==> config.mk <==
export PLATFORM = sky130hd
export DESIGN_NAME = regexec_top
export DESIGN_NICKNAME = d
export VERILOG_FILES = /design/src/verilog/regexec_pkg.sv /design/src/verilog/instr_decode.sv /design/src/verilog/reg_bank.sv /design/src/verilog/alu.sv /design/src/verilog/reg_dump.sv /design/src/verilog/regexec_top.sv
export SDC_FILE = /design/constraint.sdc
export NUM_CORES = 2
export LEC_CHECK = 0
export BUFFER_PORTS_ARGS = -buffer_cell sky130_fd_sc_hd__clkbuf_2
export CAP_MARGIN = 20
export CORE_MARGIN = 2
export CORE_UTILIZATION = 50
export DETAILED_ROUTE_END_ITERATION = 16
export MAX_ROUTING_LAYER = met4
export PLACE_DENSITY = 0.67
export SLEW_MARGIN = 30
export SYNTH_ARGS = -nofsm -noshare
export SYNTH_HDL_FRONTEND = slang
export SYNTH_SLANG_ARGS = --single-unit
==> constraint.sdc <==
create_clock -name clk -period 6.7 [get_ports clk]
set_clock_uncertainty 0.15 [all_clocks]
set_input_delay 0.67 -clock clk [delete_from_list [all_inputs] [get_ports clk]]
set_output_delay 0.67 -clock clk [all_outputs]
set_load 0.005 [all_outputs]
==> src/verilog/regexec_pkg.sv <==
package regexec_pkg;

	//////////////////////////////////////////////////////////////////////
	// Sizes
	//////////////////////////////////////////////////////////////////////

	localparam int XLEN    = 32;
	localparam int NREGS   = 32;
	localparam int RADDR_W = 5;

	//////////////////////////////////////////////////////////////////////
	// Instruction word, R and I views of the same 32 bits
	//////////////////////////////////////////////////////////////////////

	typedef union packed {
		struct packed {
			logic [5:0] opcode;
			logic [4:0] rs;
			logic [4:0] rt;
			logic [4:0] rd;
			logic [4:0] shamt;
			logic [5:0] funct;
		} r_fmt;
		struct packed {
			logic [5:0]  opcode;
			logic [4:0]  rs;
			logic [4:0]  rt;
			logic [15:0] imm;
		} i_fmt;
	} instr_t;

	// Primary opcodes
	localparam logic [5:0] OP_RTYPE = 6'h00;
	localparam logic [5:0] OP_ADDI  = 6'h08;
	localparam logic [5:0] OP_SLTI  = 6'h0a;
	localparam logic [5:0] OP_ANDI  = 6'h0c;
	localparam logic [5:0] OP_ORI   = 6'h0d;
	localparam logic [5:0] OP_XORI  = 6'h0e;
	localparam logic [5:0] OP_LUI   = 6'h0f;

	// Function codes for OP_RTYPE
	localparam logic [5:0] FN_SLL = 6'h00;
	localparam logic [5:0] FN_SRL = 6'h02;
	localparam logic [5:0] FN_ADD = 6'h20;
	localparam logic [5:0] FN_SUB = 6'h22;
	localparam logic [5:0] FN_AND = 6'h24;
	localparam logic [5:0] FN_OR  = 6'h25;
	localparam logic [5:0] FN_XOR = 6'h26;
	localparam logic [5:0] FN_NOR = 6'h27;
	localparam logic [5:0] FN_SLT = 6'h2a;

	//////////////////////////////////////////////////////////////////////
	// ALU operations
	//////////////////////////////////////////////////////////////////////

	typedef enum logic [3:0] {
		ALU_ADD,
		ALU_SUB,
		ALU_AND,
		ALU_OR,
		ALU_XOR,
		ALU_NOR,
		ALU_SLT,
		ALU_SLL,
		ALU_SRL,
		ALU_LUI
	} alu_op_t;

endpackage

==> src/verilog/instr_decode.sv <==
`timescale 1ns/100ps

module instr_decode
(
	input  logic                            clk,
	input  logic                            rst,
	input  regexec_pkg::instr_t             instr,
	input  logic                            instr_valid,
	output logic [regexec_pkg::RADDR_W-1:0] rs_addr,
	output logic [regexec_pkg::RADDR_W-1:0] rt_addr,
	output logic                            dec_valid,
	output logic                            dec_illegal,
	output regexec_pkg::alu_op_t            dec_op,
	output logic [regexec_pkg::RADDR_W-1:0] dec_dest,
	output logic [regexec_pkg::XLEN-1:0]    dec_imm,
	output logic                            dec_use_imm,
	output logic [regexec_pkg::RADDR_W-1:0] dec_shamt
);
	import regexec_pkg::*;

	alu_op_t            op_nxt;
	logic [RADDR_W-1:0] dest_nxt;
	logic [XLEN-1:0]    imm_nxt;
	logic               use_imm_nxt;
	logic               legal;
	logic [XLEN-1:0]    imm_sext;
	logic [XLEN-1:0]    imm_zext;

	// rs and rt sit in the same bits in both formats
	assign rs_addr = instr.i_fmt.rs;
	assign rt_addr = instr.i_fmt.rt;

	assign imm_sext = {{(XLEN-16){instr.i_fmt.imm[15]}}, instr.i_fmt.imm};
	assign imm_zext = {{(XLEN-16){1'b0}}, instr.i_fmt.imm};

	//////////////////////////////////////////////////////////////////////
	// Opcode and function decode
	//////////////////////////////////////////////////////////////////////

	always_comb
	begin
		op_nxt      = ALU_ADD;
		dest_nxt    = instr.i_fmt.rt;
		imm_nxt     = imm_zext;
		use_imm_nxt = 1'b1;
		legal       = 1'b1;
		case (instr.r_fmt.opcode)
			OP_RTYPE:
			begin
				dest_nxt    = instr.r_fmt.rd;
				use_imm_nxt = 1'b0;
				case (instr.r_fmt.funct)
					FN_ADD:  op_nxt = ALU_ADD;
					FN_SUB:  op_nxt = ALU_SUB;
					FN_AND:  op_nxt = ALU_AND;
					FN_OR:   op_nxt = ALU_OR;
					FN_XOR:  op_nxt = ALU_XOR;
					FN_NOR:  op_nxt = ALU_NOR;
					FN_SLT:  op_nxt = ALU_SLT;
					FN_SLL:  op_nxt = ALU_SLL;
					FN_SRL:  op_nxt = ALU_SRL;
					default: legal = 1'b0;
				endcase
			end
			// Arithmetic immediates are sign extended
			OP_ADDI:
			begin
				op_nxt  = ALU_ADD;
				imm_nxt = imm_sext;
			end
			OP_SLTI:
			begin
				op_nxt  = ALU_SLT;
				imm_nxt = imm_sext;
			end
			OP_ANDI: op_nxt = ALU_AND;
			OP_ORI:  op_nxt = ALU_OR;
			OP_XORI: op_nxt = ALU_XOR;
			OP_LUI:  op_nxt = ALU_LUI;
			default: legal = 1'b0;
		endcase
	end

	//////////////////////////////////////////////////////////////////////
	// Decode register, aligned with the bank read
	//////////////////////////////////////////////////////////////////////

	always_ff @(posedge clk)
	begin
		if (rst)
		begin
			dec_valid   <= 1'b0;
			dec_illegal <= 1'b0;
		end
		else
		begin
			dec_valid   <= instr_valid & legal;
			dec_illegal <= instr_valid & ~legal;
		end
	end

	always_ff @(posedge clk)
	begin
		dec_op      <= op_nxt;
		dec_dest    <= dest_nxt;
		dec_imm     <= imm_nxt;
		dec_use_imm <= use_imm_nxt;
		dec_shamt   <= instr.r_fmt.shamt;
	end

endmodule

==> src/verilog/reg_bank.sv <==
`timescale 1ns/100ps

module reg_bank
(
	input  logic                            clk,
	input  logic                            rst,
	input  logic [regexec_pkg::RADDR_W-1:0] rs_addr,
	input  logic [regexec_pkg::RADDR_W-1:0] rt_addr,
	input  logic                            wb_en,
	input  logic [regexec_pkg::RADDR_W-1:0] wb_addr,
	input  logic [regexec_pkg::XLEN-1:0]    wb_data,
	input  logic [regexec_pkg::RADDR_W-1:0] dump_addr,
	output logic [regexec_pkg::XLEN-1:0]    rd1,
	output logic [regexec_pkg::XLEN-1:0]    rd2,
	output logic [regexec_pkg::XLEN-1:0]    dump_data
);
	import regexec_pkg::*;

	logic [XLEN-1:0]    regs [NREGS];
	logic [XLEN-1:0]    rd1_q;
	logic [XLEN-1:0]    rd2_q;
	logic [RADDR_W-1:0] rs_q;
	logic [RADDR_W-1:0] rt_q;

	// One read port, register 0 hardwired, same-cycle write passed through
	function automatic logic [XLEN-1:0] read_port(input logic [RADDR_W-1:0] addr);
		if (addr == '0)
			return '0;
		else if (wb_en && wb_addr == addr)
			return wb_data;
		else
			return regs[addr];
	endfunction

	always_ff @(posedge clk)
	begin
		if (rst)
		begin
			for (int i = 0; i < NREGS; i++)
				regs[i] <= '0;
		end
		else if (wb_en && wb_addr != '0)
			regs[wb_addr] <= wb_data;
	end

	always_ff @(posedge clk)
	begin
		rd1_q     <= read_port(rs_addr);
		rd2_q     <= read_port(rt_addr);
		rs_q      <= rs_addr;
		rt_q      <= rt_addr;
		dump_data <= read_port(dump_addr);
	end

	// A result registered alongside the operands is the newest value
	// for that register, so it overrides the stored read
	assign rd1 = (wb_en && wb_addr != '0 && wb_addr == rs_q) ? wb_data : rd1_q;
	assign rd2 = (wb_en && wb_addr != '0 && wb_addr == rt_q) ? wb_data : rd2_q;

endmodule

==> src/verilog/alu.sv <==
`timescale 1ns/100ps

module alu
(
	input  logic                            clk,
	input  logic                            rst,
	input  logic                            dec_valid,
	input  logic                            dec_illegal,
	input  regexec_pkg::alu_op_t            dec_op,
	input  logic [regexec_pkg::RADDR_W-1:0] dec_dest,
	input  logic [regexec_pkg::XLEN-1:0]    dec_imm,
	input  logic                            dec_use_imm,
	input  logic [regexec_pkg::RADDR_W-1:0] dec_shamt,
	input  logic [regexec_pkg::XLEN-1:0]    rd1,
	input  logic [regexec_pkg::XLEN-1:0]    rd2,
	output logic                            wb_en,
	output logic [regexec_pkg::RADDR_W-1:0] wb_addr,
	output logic [regexec_pkg::XLEN-1:0]    wb_data,
	output logic                            illegal
);
	import regexec_pkg::*;

	logic [XLEN-1:0] opb;
	logic [XLEN-1:0] result;

	// Second operand
	assign opb = dec_use_imm ? dec_imm : rd2;

	always_comb
	begin
		case (dec_op)
			ALU_ADD: result = rd1 + opb;
			ALU_SUB: result = rd1 - opb;
			ALU_AND: result = rd1 & opb;
			ALU_OR:  result = rd1 | opb;
			ALU_XOR: result = rd1 ^ opb;
			ALU_NOR: result = ~(rd1 | opb);
			ALU_SLT: result = {{(XLEN-1){1'b0}}, $signed(rd1) < $signed(opb)};
			// Shifts act on rt, amount from the shamt field
			ALU_SLL: result = rd2 << dec_shamt;
			ALU_SRL: result = rd2 >> dec_shamt;
			ALU_LUI: result = {dec_imm[XLEN/2-1:0], {(XLEN/2){1'b0}}};
			default: result = '0;
		endcase
	end

	//////////////////////////////////////////////////////////////////////
	// Result register, also the bank write request
	//////////////////////////////////////////////////////////////////////

	always_ff @(posedge clk)
	begin
		if (rst)
		begin
			wb_en   <= 1'b0;
			illegal <= 1'b0;
		end
		else
		begin
			wb_en   <= dec_valid;
			illegal <= dec_illegal;
		end
	end

	always_ff @(posedge clk)
	begin
		wb_addr <= dec_dest;
		wb_data <= result;
	end

endmodule

==> src/verilog/reg_dump.sv <==
`timescale 1ns/100ps

module reg_dump
(
	input  logic                            clk,
	input  logic                            rst,
	input  logic                            dump_req,
	input  logic [regexec_pkg::XLEN-1:0]    dump_data,
	output logic [regexec_pkg::RADDR_W-1:0] dump_addr,
	output logic                            dump_valid,
	output logic [regexec_pkg::RADDR_W-1:0] dump_index,
	output logic [regexec_pkg::XLEN-1:0]    dump_word
);
	import regexec_pkg::*;

	logic               running;
	logic               rd_pend;
	logic [RADDR_W-1:0] idx_q;

	always_ff @(posedge clk)
	begin
		if (rst)
		begin
			running    <= 1'b0;
			dump_addr  <= '0;
			rd_pend    <= 1'b0;
			idx_q      <= '0;
			dump_valid <= 1'b0;
			dump_index <= '0;
		end
		else
		begin
			// Requests while running are dropped
			if (running)
			begin
				dump_addr <= dump_addr + 1'b1;
				if (dump_addr == RADDR_W'(NREGS - 1))
					running <= 1'b0;
			end
			else if (dump_req)
			begin
				running   <= 1'b1;
				dump_addr <= '0;
			end
			// Index follows the bank read, then the output register
			rd_pend    <= running;
			idx_q      <= dump_addr;
			dump_valid <= rd_pend;
			dump_index <= idx_q;
		end
	end

	always_ff @(posedge clk)
	begin
		dump_word <= dump_data;
	end

endmodule

==> src/verilog/regexec_top.sv <==
`timescale 1ns/100ps

module regexec_top
(
	input  logic                            clk,
	input  logic                            rst,
	input  regexec_pkg::instr_t             instr,
	input  logic                            instr_valid,
	input  logic                            dump_req,
	output logic                            result_valid,
	output logic [regexec_pkg::RADDR_W-1:0] result_dest,
	output logic [regexec_pkg::XLEN-1:0]    result_data,
	output logic                            illegal,
	output logic                            dump_valid,
	output logic [regexec_pkg::RADDR_W-1:0] dump_index,
	output logic [regexec_pkg::XLEN-1:0]    dump_word
);
	import regexec_pkg::*;

	// Decode stage
	logic [RADDR_W-1:0] rs_addr;
	logic [RADDR_W-1:0] rt_addr;
	logic               dec_valid;
	logic               dec_illegal;
	alu_op_t            dec_op;
	logic [RADDR_W-1:0] dec_dest;
	logic [XLEN-1:0]    dec_imm;
	logic               dec_use_imm;
	logic [RADDR_W-1:0] dec_shamt;

	// Operands and dump port
	logic [XLEN-1:0]    rd1;
	logic [XLEN-1:0]    rd2;
	logic [RADDR_W-1:0] dump_addr;
	logic [XLEN-1:0]    dump_data;

	instr_decode u_decode (
		.clk         (clk),
		.rst         (rst),
		.instr       (instr),
		.instr_valid (instr_valid),
		.rs_addr     (rs_addr),
		.rt_addr     (rt_addr),
		.dec_valid   (dec_valid),
		.dec_illegal (dec_illegal),
		.dec_op      (dec_op),
		.dec_dest    (dec_dest),
		.dec_imm     (dec_imm),
		.dec_use_imm (dec_use_imm),
		.dec_shamt   (dec_shamt)
	);

	// The result outputs double as the write request
	reg_bank u_bank (
		.clk       (clk),
		.rst       (rst),
		.rs_addr   (rs_addr),
		.rt_addr   (rt_addr),
		.wb_en     (result_valid),
		.wb_addr   (result_dest),
		.wb_data   (result_data),
		.dump_addr (dump_addr),
		.rd1       (rd1),
		.rd2       (rd2),
		.dump_data (dump_data)
	);

	alu u_alu (
		.clk         (clk),
		.rst         (rst),
		.dec_valid   (dec_valid),
		.dec_illegal (dec_illegal),
		.dec_op      (dec_op),
		.dec_dest    (dec_dest),
		.dec_imm     (dec_imm),
		.dec_use_imm (dec_use_imm),
		.dec_shamt   (dec_shamt),
		.rd1         (rd1),
		.rd2         (rd2),
		.wb_en       (result_valid),
		.wb_addr     (result_dest),
		.wb_data     (result_data),
		.illegal     (illegal)
	);

	reg_dump u_dump (
		.clk        (clk),
		.rst        (rst),
		.dump_req   (dump_req),
		.dump_data  (dump_data),
		.dump_addr  (dump_addr),
		.dump_valid (dump_valid),
		.dump_index (dump_index),
		.dump_word  (dump_word)
	);

endmodule

==> results.yml <==
floorplan:
  rows: 145
  dieArea_um2: 160000
  core_area_um2: 156000
  die_y_um: 400.0
  fp.dieW_um: 400.0
  ios: 113
  initial_core_util_pct: 50.26
timing:
  grt_setup_unrepaired: "no"
  final_hold_viol_count: 0
  fin_tns_setup_ps: 0
  final_max_slew_viol_count: 0
  post-route-period-util_pct: 91.58
  min_period_ps: 6136
  worst_slew_pin_slew_ps: 1129
  maxSlewHeadroom_pct: 24.71
  fmax_mhz: 163.0
  setup_violations: 0
finish:
  final_cell_mix: "edfxtp_1, and2_1, mux4_2"
  fin_nets: 5833
  fin_cells: 7903
  fillCellCount: 12420
  drive_above_1_share_pct: 28.41
  area_growth_pct: 10.92
  final_common_cell: "edfxtp_1"
route:
  avgViaCountPerCell: 7.369
  routed_wl_mm: 316.4
  wl_per_cell_um: 40.04
  vias: 58240
  dr.pass1.iters: 9
  antenna_left: 0
  drtIter0Drc: 10680
  drc: 0
yosys:
  ys.flop_type: "edfxtp_1"
  netlist_area_um2: 78420
  yosysUniqueCellTypes: 83
  yosysWarnings: 0
  synthCells: 5770
  async_flop_share_pct: 0
  synth_seq_cells: 1253
  synth.yosys.seq_area_share_pct: 45.06
  synth_edf_count: 1024
  synth.avg_cell_area_um2: 13.59
critical_path:
  worstPathRequired_ps: 7230
  worst_setup_path_end_kind: "flip-flop"
  cp-start-kind: "flip-flop"
  cp_max_fo: 15
  path_class: "flip-flop to flip-flop"
  arrival_ps: 6670
job:
  drv_cap: 0
clocking:
  cts_buffer_depth: 3
  htreeDepth: 4
  postCtsSetupBuffers: 0
  clk_pin_slew_ps: 60
  cts-resized-gates: 0
  clk-insertion-delay-late_ps: 820
  cts_tree: "done"
  clkSinkCount: 1253
  cts-root-buf: "clkbuf_16"
  numCtsBuffers: 144
place:
  routabilityCongestion: 1.030
  dpl.hpwl_mm: 196.7
  dpl.cell_count: 7584
  placement.io_buffers: 112
global_route:
  grt_max_degree: 84
  gr-total-overflow: 0
  grt_pass1_wl_mm: 436.9
  grt_pass1_vias: 55940
  track_usage_pct: 40.72
  antenna_found_initial: 23
min_path:
  hold_path_class: "input port to flip-flop"
power_and_ir_drop:
  p_per_area_nw_per_um2: 247.4
  leakagePower_nw: 31.25
  fin_total_pwr_mw: 21.52
  ir_drop_mv: 0.2301
outcome:
  outcome: "finished clean"
## per-layer routing
layer | vias to the layer above | GRT usage, % | share of wire, %
met2 | 5330 | 57.94 | 44
met5 | - | - | 0
met4 | 0 | 24.42 | 7.2
li1 | 22420 | - | -
met3 | 1173 | 12.36 | 15
met1 | 29320 | 51.38 | 34
## metrics by stage
step                cell area, um^2  setup WS, ps  hold WS (ps)  utilization, %
finish                        86980         564.2         40.84           55.75
global route                  86920         298.7         49.40           55.71
CTS                           86890         638.1         3.164           55.69
detailed placement            81840         716.1         162.1           52.45
global placement              81780         831.2         161.2           52.41
floorplan                     78540          1461         159.6               -
## cell families (layout without fill, tap and decap cells)
logic type / Yosys count / after routing / share of synthesized area (%)
mux: 1308 / 1308 / 31.33
simple gates: 1665 / 1665 / 11.90
xor+xnor: 38 / 38 / 0.4244
flops: 1253 / 1253 / 45.06
compound gates: 688 / 688 / 6.184
other cells: 1 / 65 / 0.004782
fa+ha+maj: 101 / 101 / 1.631
buf+inv: 716 / 727 / 3.467
## synth_stat cells, types with 84 or more instances
| cell type | instances | area share [%] |
|---|---|---|
| mux2_2 | 84 | 1.2 |
| and2_1 | 998 | 8.0 |
| dfxtp_1 | 229 | 5.8 |
| clkbuf_1 | 503 | 2.4 |
| buf_1 | 94 | 0.45 |
| mux2i_1 | 301 | 3.8 |
| inv_1 | 93 | 0.45 |
| nor2_1 | 282 | 1.3 |
| nand2_1 | 127 | 0.61 |
| ha_1 | 99 | 1.6 |
| mux4_2 | 907 | 26 |
| a211oi_1 | 118 | 1.1 |
| a21oi_1 | 149 | 0.95 |
| edfxtp_1 | 1024 | 39 |
## worst paths after layout
kind | slack (ps) | start | cells after the start | to
worst max-delay path | 560 | u_alu.wb_addr[2] | 16 | u_alu.wb_data[27]
worst min-delay path | 40 | dump_req | 3 | u_dump.running
worst max register to register | 560 | u_alu.wb_addr[2] | 16 | u_alu.wb_data[27]
worst min register to register | 160 | u_bank.dump_data[7] | 0 | u_dump.dump_word[7]
## registers in the layout, indices dropped and copies added, names as in the netlist, 13 cells and up, named ones only
register,cells
u_bank.rd2_q,32
u_bank.rd1_q,32
u_bank.regs,1024
u_decode.dec_imm,13
u_alu.wb_data,32
u_dump.dump_word,32
u_bank.dump_data,32
## worst max-delay path, cell delays in order, from the launching register on
cell and delay (ps):
dfxtp_1 680, or3_1 570, o311ai_4 170, nor2_4 490, buf_4 360, mux2_1 380
nor2_1 110, nor2_1 70, ha_1 420, or3_1 450, or3b_2 490, a311oi_1 330
a211oi_1 120, a21boi_1 190, o32ai_1 320, mux2_2 370, a211o_1 290
## report_power, final
part,switching (mW),leakage [nW],internal (mW)
Combinational,2.78,16.4,1.57
Sequential,0.312,12.5,8.78
Clock,3.53,2.35,4.55
Total,6.62,31.3,14.9
## cell type report
type	count	area (um^2)	share of cell area [%]
clock inverters	60	665.6	0.7653
multi-input cells	3832	40880	46.99
repair buffers	366	2914	3.350
well taps	2058	2575	2.960
clock buffers	202	4143	4.763
diodes	33	82.58	0.09494
inverters	99	371.6	0.4272
flip-flops and latches	1253	35350	40.65
## repair_timing
item                                    4_1_cts  5_1_grt
hold buffers                                 24        0
endpoints found under the hold margin        27        0
endpoints found under the setup margin        0        0
Note: power is estimated with default switching activity, not from simulation.
